===== src/source/cam_pkg.sv =====
`default_nettype none

package cam_pkg;

  // Quarter of an SCL bit; hardware uses 100 MHz / (4 * 100 kHz)
  localparam int CLKS_PER_QUARTER = 4;
  localparam int QTR_CNT_W = $clog2(CLKS_PER_QUARTER + 1);

  // Wait after camera reset release and for each delay marker
  localparam int DELAY_TICKS = 200;
  localparam int DELAY_CNT_W = $clog2(DELAY_TICKS + 1);

  localparam int CMD_COUNT = 12;
  localparam int CMD_ADDR_W = $clog2(CMD_COUNT);

  localparam logic [7:0] SCCB_DEV_WRITE = 8'h42;
  localparam logic [15:0] DELAY_MARKER = 16'hFFF0;

  // One table entry, register address in the upper byte
  typedef struct packed {
    logic [7:0] reg_addr;
    logic [7:0] reg_data;
  } sccb_cmd_t;

  typedef enum logic [2:0] {
    CAM_RESET,
    CAM_POWERUP,
    CAM_FETCH,
    CAM_DECODE,
    CAM_SEND,
    CAM_WAIT,
    CAM_DONE
  } cam_state_t;

  typedef enum logic [2:0] {
    SCCB_IDLE,
    SCCB_START,
    SCCB_BYTE,
    SCCB_ACK,
    SCCB_STOP
  } sccb_phase_t;

endpackage

`default_nettype wire


===== src/source/cam_init_seq.sv =====
`default_nettype none

module cam_init_seq (
  input  wire logic                         clk,
  input  wire logic                         arst_n,
  input  wire logic                         start,
  input  wire logic [15:0]                  rom_data,
  output logic [cam_pkg::CMD_ADDR_W-1:0]    rom_addr,
  output logic                              delay_start,
  input  wire logic                         delay_done,
  output logic                              wr_start,
  output cam_pkg::sccb_cmd_t                wr_cmd,
  input  wire logic                         busy,
  input  wire logic                         wr_done,
  input  wire logic                         nack,
  output logic                              cam_rst_n,
  output cam_pkg::cam_state_t               state,
  output logic                              done,
  output logic                              err
);
  import cam_pkg::*;

  logic last_entry;
  logic step_done;

  assign last_entry = (rom_addr == CMD_ADDR_W'(CMD_COUNT - 1));

  // Only one of the two is ever pending in CAM_WAIT
  assign step_done = delay_done || wr_done;

  always_ff @(posedge clk or negedge arst_n) begin
    if (!arst_n) begin
      state       <= CAM_RESET;
      rom_addr    <= '0;
      delay_start <= 1'b0;
      wr_start    <= 1'b0;
      cam_rst_n   <= 1'b0;
      done        <= 1'b0;
      err         <= 1'b0;
    end else begin
      delay_start <= 1'b0;
      wr_start    <= 1'b0;
      case (state)
        CAM_RESET: begin
          if (start) begin
            cam_rst_n   <= 1'b1;
            delay_start <= 1'b1;
            state       <= CAM_POWERUP;
          end
        end
        CAM_POWERUP: begin
          if (delay_done) begin
            state <= CAM_FETCH;
          end
        end
        // ROM answers in the next cycle
        CAM_FETCH: begin
          state <= CAM_DECODE;
        end
        CAM_DECODE: begin
          if (rom_data == DELAY_MARKER) begin
            delay_start <= 1'b1;
            state       <= CAM_WAIT;
          end else begin
            state <= CAM_SEND;
          end
        end
        CAM_SEND: begin
          if (!busy) begin
            wr_start <= 1'b1;
            state    <= CAM_WAIT;
          end
        end
        CAM_WAIT: begin
          if (step_done) begin
            if (wr_done && nack) begin
              err <= 1'b1;
            end
            if (last_entry) begin
              done  <= 1'b1;
              state <= CAM_DONE;
            end else begin
              rom_addr <= rom_addr + 1'b1;
              state    <= CAM_FETCH;
            end
          end
        end
        // Terminal until the next reset, start is ignored here
        CAM_DONE: begin
          done <= 1'b1;
        end
        default: begin
          state <= CAM_RESET;
        end
      endcase
    end
  end

  // Write payload, captured while the entry is decoded
  always_ff @(posedge clk) begin
    if (state == CAM_DECODE) begin
      wr_cmd <= sccb_cmd_t'(rom_data);
    end
  end

endmodule

`default_nettype wire


===== config.mk =====
export PLATFORM = sky130hd
export DESIGN_NAME = cam_init_seq
export DESIGN_NICKNAME = d
export VERILOG_FILES = /design/src/source/cam_pkg.sv /design/src/source/cam_init_seq.sv
export SDC_FILE = /design/constraint.sdc
export NUM_CORES = 1
export LEC_CHECK = 0
export BUFFER_PORTS_ARGS = -buffer_cell sky130_fd_sc_hd__clkbuf_2
export CORE_MARGIN = 10
export CORE_UTILIZATION = 35
export CTS_BUF_LIST = sky130_fd_sc_hd__clkbuf_16
export DETAILED_ROUTE_END_ITERATION = 16
export HOLD_SLACK_MARGIN = 0.05
export SETUP_SLACK_MARGIN = 0.15
export SYNTH_ARGS = -nofsm -noshare
export SYNTH_HDL_FRONTEND = slang
export SYNTH_SLANG_ARGS = --single-unit

===== constraint.sdc =====
create_clock -name clk -period 4.05 [get_ports clk]
set_input_delay 0.405 -clock clk [delete_from_list [all_inputs] [get_ports clk]]
set_output_delay 0.405 -clock clk [all_outputs]
set_load 0.03 [all_outputs]

==> metrics.yaml, run 1 <==
status:
  status: "completed"
min_path:
  hp-class: "input port to flip-flop"
  hold_depth: 2
sta:
  timing.final.crit_share_pct: 46.7
  fmax_mhz: 528
  rsz0062_at_grt: "no"
  relSlewSlack_pct: 21.0
  period_needed_ps: 1890
  final-hold-violation-count: 0
  fin_skew_ps: 1.66
  fin_tns_setup_ps: 0
  setup_slack_ps: 2160
  finalSetupViolations: 0
  worst_pin_slew_ps: 1180
  holdWs_ps: 326
  final_max_slew_viol_count: 0
setup_path:
  rr_worst_depth: 2
  crit_path_start_kind: "flip-flop"
  crit_cells: 2
  worstSetupEndpointType: "flip-flop"
  critPathSlowestCell: "nor2_1"
  path_cells: "nand2_2 > nor2_1"
  crit_fanout: 16
  worstPathRequired_ps: 3920
  slowest_delay_ps: 900
  crit_type: "flip-flop to flip-flop"
  cp.arrival_ps: 1760
  cp_top_family: "simple AND/OR/NAND/NOR gates"
  worst-path-buf-inv: 0
detailed_routing:
  drcViolationCount: 0
  wirelength_mm: 2.55
  first_iter_violations: 20
  wl_per_cell_um: 14.9
  drt.antenna.violating_nets: 0
  num_vias: 787
  drt_first_pass_iters: 4
  viasPerCell: 4.60
yosys:
  syn-mean-instance-area_um2: 14.8
  ys_types: 34
  synth_top_cell_area_share_pct: 43.3
  synthTopCellsByArea: "edfxtp_1 43%, dfrtp_1 27%, nand2b_1 2.3%"
  syn-num-nets: 99
  yosysMostFrequentCell: "edfxtp_1"
  ys_seq_area_share_pct: 70.3
  ys_seq_elements: 28
  synth_common_cells: "16 x edfxtp_1, 12 x dfrtp_1, 4 x nand2b_1, 4 x nor2_1, 3 x o21ai_0"
  synthArstFlopShare_pct: 42.9
  synth_flop_cell: "edfxtp_1"
  synth_top_cell_by_area: "edfxtp_1"
  ys_warn_count: 0
  synth-edff-count: 16
  synth_area_um2: 1110
  postSynthCellCount: 75
cells_and_area:
  syn_to_final_growth_pct: 33.6
  fin_cells: 171
  fin_area_um2: 1480
  fillCellCount: 301
  drive_gt1_share_pct: 46.5
  final_nets: 152
  diodes: 0
power:
  p_leak_nw: 0.637
  power_density_nw_per_um2: 698
  vdd_drop_max_uv: 360
global_route:
  overflow: 0
  grt_max_degree: 17
  grt_pass1_wl_mm: 4.19
  grt_pass1_vias: 877
  antenna_found_initial: 0
  grt.total_usage_pct: 8.77
clocking:
  cts_setup_buffers: 0
  tritoncts: "done"
  clk_pin_slew_worst_paths_ps: 60
  ctsResizeCount: 0
  cts_root_buf: "clkbuf_16"
  hold_buffers: 1
  clock_latency_ps: 250
  cts.sink_count: 28
  cts_buffers: 3
  cts.path.max_buffers: 2
  cts.htree.levels: 1
floorplan:
  fp.dieH_um: 76.3
  dieArea_um2: 5820
  io_pins: 51
  initial_utilization_pct: 36.4
  rows: 20
  die_x_um: 76.3
  coreArea_um2: 3050
placement:
  post-dp-hpwl_mm: 2.10
  place_area_um2: 1390
  pre_cts_ws_ps: 2140
  gp_congestion: 0.718
  dp_cells: 166
  portBuffers: 50
run:
  drv.max_cap_violation_count: 0
==> layout make-up <==
type	instances	area, um^2	area share, %
flip-flops and latches	28	781	52.7
multi-input cells	43	304	20.5
repair buffers	51	260	17.6
clock buffers	3	75.1	5.06
well taps	44	55.1	3.71
clock inverters	1	3.75	0.253
inverters	1	3.75	0.253
==> flip-flops by register name, indices dropped and copies added (netlist names) <==
register,cells
cam_rst_n,1
delay_start,1
done,1
err,1
rom_addr,4
state,3
wr_cmd,16
wr_start,1
==> kinds of logic (layout without fill, tap and decap cells) <==
logic type               Yosys count  in the layout  share of synthesized area, %
flip-flops                        28             28                          70.3
AND/OR/NAND/NOR                   26             26                          14.8
AO/OA/AOI/OAI                     12             12                          7.89
buffers and inverters              4             56                          2.25
XOR/XNOR                           2              2                          1.58
multiplexers                       2              2                          2.03
adder cells (fa/ha/maj)            1              1                          1.13
==> cells in the final DEF, fill, tap and decap left out, drive strengths merged, types with 3 or more instances in the layout <==
cell type / count
nand2b: 4
edfxtp: 16
o21ai: 3
clkbuf: 53
dfrtp: 12
nand2: 3
nor2: 4
==> where the power goes <==
group / leakage, nW / total, mW / switching [mW] / internal [mW]
sequential: 0.285 / 0.453 / 0.0731 / 0.380
clock: 0.0385 / 0.217 / 0.0855 / 0.132
combinational: 0.313 / 0.364 / 0.243 / 0.120
==> final timing paths <==
check                                from         to  slack (ps)
max in group asynchronous          arst_n   state[1]        3260
worst min register to register  cam_rst_n  cam_rst_n         470
worst max-delay path             state[1]  wr_cmd[0]        2160
min in group asynchronous          arst_n       done         560
worst min-delay path                 busy   wr_start         330
worst max register to register   state[1]  wr_cmd[0]        2160
==> metrics by stage <==
stage               util [%]  total power, mW
global route            48.6             1.10
finish                  48.6             1.03
detailed placement      45.7            0.828
floorplan                  -            0.725
global placement        45.7            0.821
CTS                     48.6             1.05
==> metal layers <==
layer  share of wire (%)  routed length, um  global-route usage [%]
met1                  43               1090                    9.71
met2                  48               1220                    14.8
met3                 8.3                212                    3.42
met4                0.98                 25                    3.35
met5                   0                  0                       0
No activity file was read; power rests on OpenSTA's default activity.
==> inputs of run 2 (changes only) <==
--- a/config.mk
+++ b/config.mk
@@ -11,6 +11,7 @@
 export CTS_BUF_LIST = sky130_fd_sc_hd__clkbuf_16
 export DETAILED_ROUTE_END_ITERATION = 16
 export HOLD_SLACK_MARGIN = 0.05
+export PLACE_DENSITY = 0.65
 export SETUP_SLACK_MARGIN = 0.15
 export SYNTH_ARGS = -nofsm -noshare
 export SYNTH_HDL_FRONTEND = slang
==> constraint.sdc (replaced) <==
create_clock -name clk -period 1.67 [get_ports clk]
set_input_delay 0.167 -clock clk [delete_from_list [all_inputs] [get_ports clk]]
set_output_delay 0.167 -clock clk [all_outputs]
set_load 0.03 [all_outputs]
==> run 2 against run 1 <==
- design area increased by 4.7%
- sequential power increased by 150%
- clock-buffer cell count unchanged
- register-to-register slack got worse by 2000 ps
- critical path depth increased by 2
- core utilization increased by 2.3 points
- via count increased by 6.0%
- die area unchanged
- sequential share of layout area decreased by 2.0 points
- critical path type unchanged
- largest cell class unchanged
- largest power group unchanged
==> metrics.yaml, run 2 (synthesis results as in run 1) <==
setup_path:
  crit_fanout: 4  # -12
  worstSetupEndpointType: "flip-flop"
  crit_type: "flip-flop to flip-flop"
  cp.arrival_ps: 1660  # -100 ps
  worstPathRequired_ps: 1810  # -2110 ps
  crit_path_start_kind: "flip-flop"
run:
  drv.max_cap_violation_count: 0  # unchanged
detailed_routing:
  drcViolationCount: 0  # unchanged
  viasPerCell: 4.74  # +3.0%
  wirelength_mm: 2.65  # +3.8%
  num_vias: 834  # +6.0%
  first_iter_violations: 39  # +95%
  wl_per_cell_um: 15.1  # +0.81%
  drt_first_pass_iters: 4  # unchanged
  drt.antenna.violating_nets: 0  # unchanged
sta:
  fmax_mhz: 658  # +25%
  period_needed_ps: 1520  # -373 ps
  timing.final.crit_share_pct: 91.0  # +44 points
  final-hold-violation-count: 0  # unchanged
  final_max_slew_viol_count: 0  # unchanged
  rsz0062_at_grt: "yes"
  finalSetupViolations: 0  # unchanged
  relSlewSlack_pct: 67.3  # +46 points
  worst_pin_slew_ps: 489  # -692 ps
  fin_tns_setup_ps: 0  # unchanged
  holdWs_ps: 78.6  # -248 ps
  fin_skew_ps: 4.20  # +2.54 ps
global_route:
  overflow: 0  # unchanged
  grt_pass1_vias: 878  # +0.11%
  grt_pass1_wl_mm: 4.14  # -1.1%
  grt_max_degree: 17  # unchanged
  antenna_found_initial: 0  # unchanged
  grt.total_usage_pct: 8.56  # -0.21 points
cells_and_area:
  top_register: "wr_cmd"
  multi_input_area_um2: 330  # +8.6%
  seq_area_um2: 787  # +0.80%
  syn_to_final_growth_pct: 39.9
  drive_gt1_share_pct: 55.3  # +8.8 points
  final_nets: 157  # +3.3%
  fillCellCount: 287  # -4.7%
  diodes: 0  # unchanged
  largest_reg_flops: 16  # unchanged
  fin_area_um2: 1550  # +4.7%
  post-route-util_pct: 50.9  # +2.3 points
  reg_top3: "wr_cmd (16), rom_addr (4), state (3)"
  layout_common_cells: "50 x clkbuf_2, 16 x edfxtp_1, 7 x dfrtp_1"
  final_common_cell: "clkbuf_2"
floorplan:
  dieArea_um2: 5820  # unchanged
  initial_utilization_pct: 36.4  # unchanged
  io_pins: 51  # unchanged
  fp.dieH_um: 76.3  # unchanged
  die_x_um: 76.3  # unchanged
  coreArea_um2: 3050  # unchanged
  rows: 20  # unchanged
placement:
  gp_congestion: 0.719  # +0.11%
  place_area_um2: 1420  # +1.7%
  portBuffers: 50  # unchanged
  post-dp-hpwl_mm: 2.07  # -1.2%
power:
  vdd_drop_max_uv: 987  # +170%
  power_mw: 2.66  # +160%
  power_density_nw_per_um2: 1710  # +150%
  p_leak_nw: 0.659  # +3.5%
clocking:
  cts.htree.levels: 1  # unchanged
  cts.sink_count: 28  # unchanged
  clock_latency_ps: 260  # about the same
  clk_pin_slew_worst_paths_ps: 60  # about the same
  cts_root_buf: "clkbuf_16"
  cts.path.max_buffers: 2  # unchanged
  cts_buffers: 3  # unchanged
  tritoncts: "done"
status:
  status: "completed"
min_path:
  hp-class: "input port to flip-flop"
run 2: layout make-up:
type | count | share of cell area, %
Tap cell | 44 | 3.55
Clock inverter | 1 | 0.242
Clock buffer | 3 | 4.83
Timing Repair Buffer | 56 | 19.2
Inverter | 1 | 0.242
Multi-Input combinational cell | 43 | 21.3
Sequential cell | 28 | 50.7
run 2: critical path, stage by stage (launching register included):
cell,delay [ps]
dfrtp_2,430
ha_2,200
and3b_2,240
nor3_4,220
mux2_4,320
run 2: metal layers:
metal	vias up	GRT usage [%]	wire, um
met5	-	0	0
li1	398	-	-
met1	393	9.94	1130
met2	39	13.3	1220
met3	4	4.01	257
met4	0	3.53	36
run 2: what timing repair did:
action | in CTS | in global routing
setup buffers | 0 | 4
hold buffers | 1 | 0
setup endpoints to repair | 1 | 2
resized for setup | 2 | 3
gates cloned | 0 | 0
hold endpoints to repair | 12 | 0
pin swaps | 0 | 1
run 2: path summary, 6_finish.rpt:
check / startpoint / endpoint / slack [ps] / depth (start not counted)
min reg2reg: done / done / 460 / 1
max: rom_addr[0] / rom_addr[1] / 150 / 4
min: busy / wr_start / 80 / 2
max in group asynchronous: arst_n / rom_addr[0] / 1070 / 2
max reg2reg: rom_addr[0] / rom_addr[1] / 150 / 4
min in group asynchronous: arst_n / err / 340 / 2
run 2: power breakdown:
group	switching, mW	leakage, nW	internal, mW
sequential	0.179	0.279	0.933
clock	0.205	0.0423	0.320
combinational	0.644	0.337	0.380
total	1.03	0.659	1.63
run 2: per-stage QoR:
step	setup slack, ps	cells
floorplan	107	75
global placement	220	167
detailed placement	128	167
CTS	156	172
global route	116	176
finish	151	176
