[src/source/cam_pkg.sv]
`default_nettype none

package cam_pkg;

  // Quarter of an SCL bit; hardware uses 100 MHz / (4 * 100 kHz)
  localparam int CLKS_PER_QUARTER = 4;
  localparam int QTR_CNT_W = $clog2(CLKS_PER_QUARTER + 1);

  // Wait after camera reset release and for each delay marker
  localparam int DELAY_TICKS = 200;
  localparam int DELAY_CNT_W = $clog2(DELAY_TICKS + 1);

  localparam int CMD_COUNT = 12;
  localparam int CMD_ADDR_W = $clog2(CMD_COUNT);

  localparam logic [7:0] SCCB_DEV_WRITE = 8'h42;
  localparam logic [15:0] DELAY_MARKER = 16'hFFF0;

  // One table entry, register address in the upper byte
  typedef struct packed {
    logic [7:0] reg_addr;
    logic [7:0] reg_data;
  } sccb_cmd_t;

  typedef enum logic [2:0] {
    CAM_RESET,
    CAM_POWERUP,
    CAM_FETCH,
    CAM_DECODE,
    CAM_SEND,
    CAM_WAIT,
    CAM_DONE
  } cam_state_t;

  typedef enum logic [2:0] {
    SCCB_IDLE,
    SCCB_START,
    SCCB_BYTE,
    SCCB_ACK,
    SCCB_STOP
  } sccb_phase_t;

endpackage

`default_nettype wire

[src/source/delay_timer.sv]
`default_nettype none

module delay_timer (
  input  wire logic clk,
  input  wire logic arst_n,
  input  wire logic delay_start,
  output logic      delay_done
);
  import cam_pkg::*;

  logic [DELAY_CNT_W-1:0] count;

  // Count runs from DELAY_TICKS-1 down to 1, done lands DELAY_TICKS cycles after start
  always_ff @(posedge clk or negedge arst_n) begin
    if (!arst_n) begin
      count      <= '0;
      delay_done <= 1'b0;
    end else begin
      delay_done <= 1'b0;
      if (delay_start) begin
        count <= DELAY_CNT_W'(DELAY_TICKS - 1);
      end else if (count != '0) begin
        count <= count - 1'b1;
        if (count == DELAY_CNT_W'(1)) begin
          delay_done <= 1'b1;
        end
      end
    end
  end

endmodule

`default_nettype wire

[config.mk]
export PLATFORM = sky130hd
export DESIGN_NAME = delay_timer
export DESIGN_NICKNAME = d
export VERILOG_FILES = /design/src/source/cam_pkg.sv /design/src/source/delay_timer.sv
export SDC_FILE = /design/constraint.sdc
export NUM_CORES = 1
export LEC_CHECK = 0
export BUFFER_PORTS_ARGS = -buffer_cell sky130_fd_sc_hd__buf_2
export CORE_AREA = 5 5 42 44
export CTS_CLUSTER_SIZE = 40
export DETAILED_ROUTE_END_ITERATION = 8
export DIE_AREA = 0 0 47 49
export SLEW_MARGIN = 20
export SYNTH_ARGS = -nofsm -noshare
export SYNTH_HDL_FRONTEND = slang
export SYNTH_SLANG_ARGS = --single-unit
export TNS_END_PERCENT = 100
[constraint.sdc]
create_clock -name clk -period 1.7 [get_ports clk]
set_input_delay 0 -clock clk [delete_from_list [all_inputs] [get_ports clk]]
set_output_delay 0 -clock clk [all_outputs]
set_load 0.05 [all_outputs]
==> results.toml, run 1 <==
[run_status]
status = "complete, no violations"

[sta]
period_minus_slack_ns = 1.64
finalHoldViolCount = 0
tightestPinTransition_ns = 0.241
slew_viol_final = 0
finalClockSkew_ns = 0.00214
relSlewSlack_pct = 83.9
fin_crit_sh_pct = 96.2
rsz0062_at_grt = "no"
fmax_ghz = 0.611
setup_viol = 0
fin_ws_ns = 0.0644
final.setup.tns_ns = 0

[logic_synthesis]
ys.flop_type = "dfrtp_1"
syn-mean-instance-area_um2 = 9.63
netlist-cell-type-count = 23
synth_edf_count = 0
syn_nets = 55
synth_cells = 50
ys_warn_count = 0
seq_area_frac_synth_pct = 46.8
ys_ff_latch = 9
async_flop_share_pct = 100
synth_area_um2 = 482

[critical_path]
critical_path.max_fanout = 6
crit_family = "simple AND/OR/NAND/NOR gates"
r2r_end = "count[4]$_DFFE_PN0P_"
r2r_start = "count[1]$_DFFE_PN0P_"
reg2reg_depth = 5
crit_path_start_kind = "flop"
crit_required_ns = 1.89
endpoint = "count[4]$_DFFE_PN0P_"
r2r_slack_ns = 0.06
crit_chain = "inv_1 -> ha_4 -> or3b_4 -> or3_1 -> a21oi_1"
slowest_stage = "dfrtp_1"
critPathCaptureType = "flop"
cp-startpoint = "count[1]$_DFFE_PN0P_"
crit_arrival_ns = 1.83
worstSetupPathType = "flop to flop"
cp.depth = 5
critPathMaxStageDelay_ns = 0.41
cp_num_buf_inv = 1

[route]
drt_iter0_markers = 8
wirelength_um = 1020
drtPass1Iterations = 4
vias = 411
avgViaCountPerCell = 5.41
drc = 0
ant_nets = 0
wl_per_cell_um = 13.4

[cts]
cts_made_buffers = 3
cts-root-buf = "clkbuf_4"
cts_tree = "done"
htree_levels = 1
clock_latency_ns = 0.26
clock_sinks = 9
clockBufferDepth = 2
postCtsSetupBuffers = 0
clk_pin_slew_worst_paths_ns = 0.07

[cells_and_area]
diodes = 0
nNetsFinal = 66
stdcell_count = 76
area_delta_synth_final_pct = 22.9
layout_commonest_cell = "dfrtp_1"
layout_common_cells = "9 x dfrtp_1, 5 x a21oi_1, 4 x inv_1, 4 x o21ai_0"
drive_above_1_share_pct = 21.7
design_area_um2 = 592

[global_routing]
antenna_found_initial = 0
gr-total-overflow = 0
groute.usage.overall_pct = 9.65
grt_pass1_wl_um = 1540
grt_pass1_vias = 343
grt_max_degree = 10

[place]
hpwl_um = 715
gp_congestion = 0.781
dp_cells = 70
postPlaceCellArea_um2 = 536
numPortBuffers = 3
pre_cts_ws_ns = 0.0554

[floorplan]
placementRows = 14
die_h_um = 49
core-area_um2 = 1400
initial_core_util_pct = 34.4
die_x_um = 47
dieArea_um2 = 2300
io_pins = 4

[power_and_ir_drop]
finalPower_uw = 439
peakVddDrop_v = 0.000510
p_leak_uw = 0.000231
p_per_area_nw_per_um2 = 742

[run]
max_cap_viol_count = 0

[hold_path]
hold_path.class = "input pin to async pin"
through the flow:
stage	hold slack, ns	utilization (%)
6_report	0.118	42.2
5_1_grt	0.138	42.2
2_1_floorplan	-0.296	-
3_5_place_dp	-0.134	38.2
3_3_place_gp	-0.137	38.2
4_1_cts	0.123	41.5
sequential cells by signal, summed over array words and instances, names as in the netlist:
register	flops
delay_done	1
count	8
worst register-to-register path, cell delays in order, from the launching register on:
cell and delay (ns):
dfrtp_1 0.41, inv_1 0.14, ha_4 0.17, or3b_4 0.41, or3_1 0.31, a21oi_1 0.12
power by group:
| group | internal, uW | switching, uW | total, uW |
|---|---|---|---|
| Clock | 90.6 | 81.1 | 172 |
| Sequential | 220 | 6.82 | 227 |
| Combinational | 17.8 | 22.7 | 40.5 |
| Total | 329 | 111 | 439 |
what timing repair did:
action | CTS | global route
setup endpoints to repair | 0 | 1
hold endpoints to repair | 12 | 0
hold buffers | 2 | 0
gates resized for setup | 0 | 1
per-layer routing:
layer	GRT usage, %	vias to the layer above	routed length [um]
met5	0	-	0
met4	6.91	0	29
met3	3.32	4	43
met2	12.4	8	428
met1	12.8	192	516
li1	-	207	-
worst min-delay path by stage:
stage,to,slack [ns],cells after the start
3_5_place_dp,count[6]$_DFFE_PN0P_,-0.13,1
5_1_grt,count[2]$_DFFE_PN0P_,0.14,2
6_report,count[6]$_DFFE_PN0P_,0.12,2
4_1_cts,count[2]$_DFFE_PN0P_,0.12,2
3_3_place_gp,count[6]$_DFFE_PN0P_,-0.14,1
2_1_floorplan,count[0]$_DFFE_PN0P_,-0.30,0
cell type report:
type | count | area [um^2]
fillers | 148 | 810
multi-input cells | 35 | 248
flip-flops and latches | 9 | 225
repair buffers | 8 | 57.6
clock buffers | 4 | 26.3
well taps | 16 | 20.0
inverters | 4 | 15.0
logic make-up (layout without fill, tap and decap cells):
group	after synthesis	in the layout	synth area share (%)
AND/OR/NAND/NOR	17	17	21.8
AO/OA/AOI/OAI	16	16	21.3
flip-flops	9	9	46.8
buffers and inverters	6	16	4.93
adder cells (fa/ha/maj)	2	2	5.19
synth_stat cells, types with 2 or more instances:
cell type	n	area, um^2
dfrtp_1	9	225
nand3_1	2	10.0
ha_1	2	25.0
or3_1	2	12.5
a21oi_1	5	25.0
or4_1	2	15.0
o21ai_0	4	20.0
nor4_1	2	12.5
inv_1	4	15.0
nor2_1	2	7.51
o31ai_1	3	22.5
nor3_1	2	10.0
Note: power is estimated with default switching activity, not from simulation.
==> run 2, diff against run 1 <==
CORE_AREA = 4 4 41 43   (was 5 5 42 44)
DIE_AREA = 0 0 45 47   (was 0 0 47 49)
==> run 2 against run 1 <==
Net effect:
- sequential share of layout area shrank 1.3 points
- largest power group unchanged
- design area increased by 3.6%
- final cell count is 2.6% higher
- worst hold slack worse by 0.0021 ns
- critical path depth unchanged
- sequential power barely moved
- critical path type unchanged
- maximum frequency up 1.1%
- register-to-register slack gained 0.02 ns
==> results.toml, run 2 (same netlist as run 1, synthesis figures left out) <==
[sta]
setup_viol = 0
period_minus_slack_ns = 1.62
fin_crit_sh_pct = 95.2
finalClockSkew_ns = 0.00429
fin_ws_ns = 0.0815
finalHoldViolCount = 0
hold_ws_ns = 0.116
slew_viol_final = 0
relSlewSlack_pct = 83.7
fmax_ghz = 0.618
final.setup.tns_ns = 0
tightestPinTransition_ns = 0.242

[cells_and_area]
layout_commonest_cell = "dfrtp_1"
design_area_um2 = 613
largest_register_ffs = 8
largest_register = "count"
drive_above_1_share_pct = 25.4
layout_common_cells = "9 x dfrtp_1, 6 x buf_4, 5 x a21oi_1"
fillerInstances = 133
area_delta_synth_final_pct = 27.3
diodes = 0
top_regs = "count (8), delay_done (1)"
nNetsFinal = 69

[cts]
cts-root-buf = "clkbuf_4"
clock_latency_ns = 0.26
clock_sinks = 9
htree_levels = 1
clockBufferDepth = 2
cts_tree = "done"
clk_pin_slew_worst_paths_ns = 0.06
cts_made_buffers = 3

[route]
drc = 0
ant_nets = 0
wl_per_cell_um = 14.4
avgViaCountPerCell = 5.74
vias = 448
drtPass1Iterations = 4
wirelength_um = 1120
drt_iter0_markers = 8

[floorplan]
die_h_um = 47
dieArea_um2 = 2120
core-area_um2 = 1300
initial_core_util_pct = 37.0
io_pins = 4
die_x_um = 45
placementRows = 13

[critical_path]
cp_num_buf_inv = 1
critPathMaxStageDelay_ns = 0.41
slowest_stage = "or3b_4"
critPathCaptureType = "flop"
worstSetupPathType = "flop to flop"
crit_required_ns = 1.88
crit_family = "simple AND/OR/NAND/NOR gates"
crit_chain = "inv_1 -> ha_4 -> or3b_4 -> or3_1 -> a21oi_1"
crit_arrival_ns = 1.80
crit_path_start_kind = "flop"
critical_path.max_fanout = 6

[global_routing]
use_met1_pct = 15.3
grt_max_degree = 10
groute.usage.overall_pct = 12.1
grt_pass1_wl_um = 1780
gr-total-overflow = 0
grt_util_met2_pct = 18.1
grt-busiest-layer = "met2"
grt_util_met3_pct = 4.98
grt_pass1_vias = 401
antenna_found_initial = 0

[place]
gp_congestion = 0.864
numPortBuffers = 3
postPlaceCellArea_um2 = 549
pre_cts_ws_ns = 0.0383

[power_and_ir_drop]
peakVddDrop_v = 0.000330
p_per_area_nw_per_um2 = 720
p_leak_uw = 0.000245

[run_status]
status = "complete, no violations"

[hold_path]
hold_path.class = "input pin to async pin"

[run]
max_cap_viol_count = 0
-- run 2: timing repair --
action	in CTS	in global routing
setup endpoints to repair	0	3
setup buffers	0	1
gates resized for setup	0	1
hold endpoints to repair	12	0
hold buffers	2	0
-- run 2: area by class of cell --
cell class / instances / area (um^2) / share of cell area [%]
Clock buffer: 4 / 26.3 / 4.29
Inverter: 4 / 15.0 / 2.45
Sequential cell: 9 / 225 / 36.7
Timing Repair Buffer: 11 / 80.1 / 13.1
Multi-Input combinational cell: 35 / 248 / 40.4
Tap cell: 15 / 18.8 / 3.06
-- run 2: worst register-to-register path: stages, from the launching register on --
cell	delay [ns]
dfrtp_1	0.40
inv_1	0.12
ha_4	0.16
or3b_4	0.41
or3_1	0.31
a21oi_1	0.14
-- run 2: path summary, 6_finish.rpt --
check	from	to	slack, ns	cells past startpoint
max	count[0]$_DFFE_PN0P_	count[4]$_DFFE_PN0P_	0.08	5
min	arst_n	delay_done$_DFF_PN0_	0.12	2
max reg2reg	count[0]$_DFFE_PN0P_	count[4]$_DFFE_PN0P_	0.08	5
min reg2reg	count[6]$_DFFE_PN0P_	count[6]$_DFFE_PN0P_	0.56	1
max in group asynchronous	arst_n	count[6]$_DFFE_PN0P_	1.40	2
min in group clk	delay_start	count[3]$_DFFE_PN0P_	0.52	3
-- run 2: stage by stage --
step           util, %  instances  power (uW)
6_report          47.1         78         441
5_1_grt           47.1         78         464
4_1_cts           45.8         77         440
3_5_place_dp      42.2         71         269
3_3_place_gp      42.2         71         269
2_1_floorplan        -         50         249
-- run 2: power by group --
group	internal [uW]	switching (uW)
Sequential	220	4.66
Combinational	24.0	26.7
Clock	90.5	75.2
Total	335	107
-- run 2: per-layer routing --
metal | vias up | share of wire [%]
met4 | 0 | 2.1
li1 | 218 | -
met2 | 13 | 46
met1 | 211 | 46
met5 | - | 0
met3 | 6 | 6.4
==> run 3, diff against run 2 <==
--- a/config.mk
+++ b/config.mk
@@ -6,4 +6,5 @@
 export NUM_CORES = 1
 export LEC_CHECK = 0
+export ABC_AREA = 1
 export BUFFER_PORTS_ARGS = -buffer_cell sky130_fd_sc_hd__buf_2
 export CORE_AREA = 4 4 41 43
==> constraint.sdc (replaced) <==
create_clock -name clk -period 1.7 [get_ports clk]
set_input_delay 0 -clock clk [delete_from_list [all_inputs] [get_ports clk]]
set_output_delay 0 -clock clk [all_outputs]
set_load 0.1 [all_outputs]
==> run 3 against run 2 <==
Net effect:
- flip-flop and latch count did not move
- critical path depth rose by 2
- routed wire length fell by 13%
- sequential power barely moved
- highest routed layer unchanged
- power fell by 1.9%
- core utilization fell by 1.9 points
- design area fell by 4.1%
- clock-buffer cell count did not move
- maximum frequency rose by 12%
- synthesized cell count rose by 28%
==> results.toml, run 3 <==
[cells_and_area]
final_core_util_pct = 45.2
drive_above_1_share_pct = 17.8
nNetsFinal = 79
layout_common_cells = "12 x nand2_1, 10 x inv_1, 9 x dfrtp_1"
stdcell_count = 88
layout_commonest_cell = "nand2_1"
design_area_um2 = 588
largest_register = "count"
top_regs = "count (8), delay_done (1)"
largest_register_ffs = 8
area_delta_synth_final_pct = 15.8
diodes = 0

[hold_path]
hold_path.class = "input pin to async pin"

[logic_synthesis]
synthTopCellsByCount = "12 x nand2_1, 10 x inv_1, 9 x dfrtp_1"
synth_xor_area_share_pct = 1.72
async_flop_share_pct = 100
yosys.area_share.adder_pct = 4.93
syn-mean-instance-area_um2 = 7.94
synth_compound_area_share_pct = 6.65
netlist-cell-type-count = 15
synth_area_um2 = 508
seq_area_frac_synth_pct = 44.3
synth_top_area_share_pct = 44.3
yosysTopAreaCell = "dfrtp_1"
synthMostInstantiatedCell = "nand2_1"
synth_top_family_by_area = "simple AND/OR/NAND/NOR gates"
synth_cells = 64
synth_edf_count = 0
yosys-mux-area-fraction_pct = 0
synthTopCellsByArea = "dfrtp_1 44%, nand2_1 8.9%, inv_1 7.4%, nor2_1 5.9%, ha_1 4.9%"
ys_ff_latch = 9
ys_warn_count = 0
syn_nets = 69
synth-simple-area-share_pct = 35.0
ys.flop_type = "dfrtp_1"

[critical_path]
critical_path.max_fanout = 6
critPathCaptureType = "flop"
crit_required_ns = 1.85
crit_arrival_ns = 1.59
crit_chain = "inv_1 -> ha_1 -> nand2_2 -> nor2_4 -> nand2_2 -> nand3_1 -> nand2_1"
worstSetupPathType = "flop to flop"
crit_path_start_kind = "flop"
cp_num_buf_inv = 1
worst_path_most_repeated_cell = "nand2_2"
crit_family = "simple AND/OR/NAND/NOR gates"
critPathMaxStageDelay_ns = 0.39
slowest_stage = "dfrtp_1"

[sta]
fin_crit_sh_pct = 84.9
setup_viol = 0
relSlewSlack_pct = 68.0
fmax_ghz = 0.693
tightestPinTransition_ns = 0.483
rsz0062_at_grt = "no"
finalClockSkew_ns = 0.00444
slew_viol_final = 0
period_minus_slack_ns = 1.44
final.setup.tns_ns = 0
finalHoldViolCount = 0

[global_routing]
grt_util_met3_pct = 2.30
grt-busiest-layer = "met2"
use_met1_pct = 15.7
gr-total-overflow = 0
grt_pass1_wl_um = 1760
grt_pass1_vias = 429
grt_util_met2_pct = 17.5
groute.usage.overall_pct = 11.7
antenna_found_initial = 0
grt_max_degree = 10

[floorplan]
initial_core_util_pct = 39.0
die_h_um = 47
placementRows = 13
die_x_um = 45
dieArea_um2 = 2120
io_pins = 4
core-area_um2 = 1300

[cts]
cts-resized-gates = 0
clk_pin_slew_worst_paths_ns = 0.06
cts-root-buf = "clkbuf_4"
htree_levels = 1
clockBufferDepth = 2
cts_tree = "done"
clock_sinks = 9
clock_latency_ns = 0.26
cts_made_buffers = 3

[route]
vias = 424
avgViaCountPerCell = 4.82
ant_nets = 0
wl_per_cell_um = 11.1
drt_iter0_markers = 9
wirelength_um = 973
drtPass1Iterations = 4
drc = 0

[power_and_ir_drop]
peakVddDrop_v = 0.000264
p_per_area_nw_per_um2 = 736
finalPower_uw = 433
p_leak_uw = 0.000273

[place]
hpwl_um = 733
postPlaceCellArea_um2 = 542
numPortBuffers = 3
gp_congestion = 0.805
dp_cells = 82

[run_status]
status = "complete, no violations"

[run]
max_cap_viol_count = 0
-- run 3: cell types whose count changed after synthesis, moves of 3 or more --
cell,before,now
nand3_1,2,5
nand2_1,1,12
nor2_1,2,8
inv_1,4,10
nand4_1,0,4
o31ai_1,3,0
-- run 3: path summary, 6_finish.rpt --
path / to / start / cells after the start / slack, ns
max: count[7]$_DFFE_PN0P_ / count[0]$_DFFE_PN0P_ / 7 / 0.26
min: count[2]$_DFFE_PN0P_ / arst_n / 2 / 0.12
max reg2reg: count[7]$_DFFE_PN0P_ / count[0]$_DFFE_PN0P_ / 7 / 0.26
min reg2reg: count[6]$_DFFE_PN0P_ / count[6]$_DFFE_PN0P_ / 1 / 0.50
max in group asynchronous: count[5]$_DFFE_PN0P_ / arst_n / 2 / 1.39
min in group clk: count[6]$_DFFE_PN0P_ / count[6]$_DFFE_PN0P_ / 1 / 0.50
-- run 3: metrics by stage --
stage | worst slack, ns | hold WS (ns)
after CTS | 0.262 | 0.126
after floorplan | 0.431 | -0.296
after global placement | 0.295 | -0.135
final | 0.258 | 0.122
after global routing | 0.150 | 0.140
after detailed placement | 0.272 | -0.132
-- run 3: layer usage --
metal	share of wire (%)	vias up
met4	1.7	0
met1	49	193
li1	-	223
met3	3.5	2
met2	45	6
met5	0	-
-- run 3: worst register-to-register path: stages, from the launching register on --
cell     delay [ns]
dfrtp_1        0.39
inv_1          0.13
ha_1           0.30
nand2_2        0.11
nor2_4         0.16
nand2_2        0.11
nand3_1        0.08
nand2_1        0.05
-- run 3: where the power goes --
part	internal (uW)	total, uW	switching, uW
sequential	220	227	6.24
clock	90.5	166	75.4
combinational	14.8	40.6	25.7
-- run 3: cell families after synthesis --
logic type                 after synthesis
AOI/OAI and AO/OA                        6
buffers and inverters                   10
adders and majority gates                2
xor gates and xnor gates                 1
DFF                                      9
and+or+nand+nor                         36
-- run 3: final cells by class --
type,count,area [um^2]
tap,15,18.8
multi-input combinational,45,245
fill,139,713
timing repair buffer,5,35.0
inverter,10,37.5
clock buffer,4,26.3
sequential,9,225
-- run 3: timing repair --
| action | CTS | global route |
|---|---|---|
| setup buffers | 0 | 0 |
| endpoints found under the hold margin | 11 | 0 |
| hold buffers | 2 | 0 |
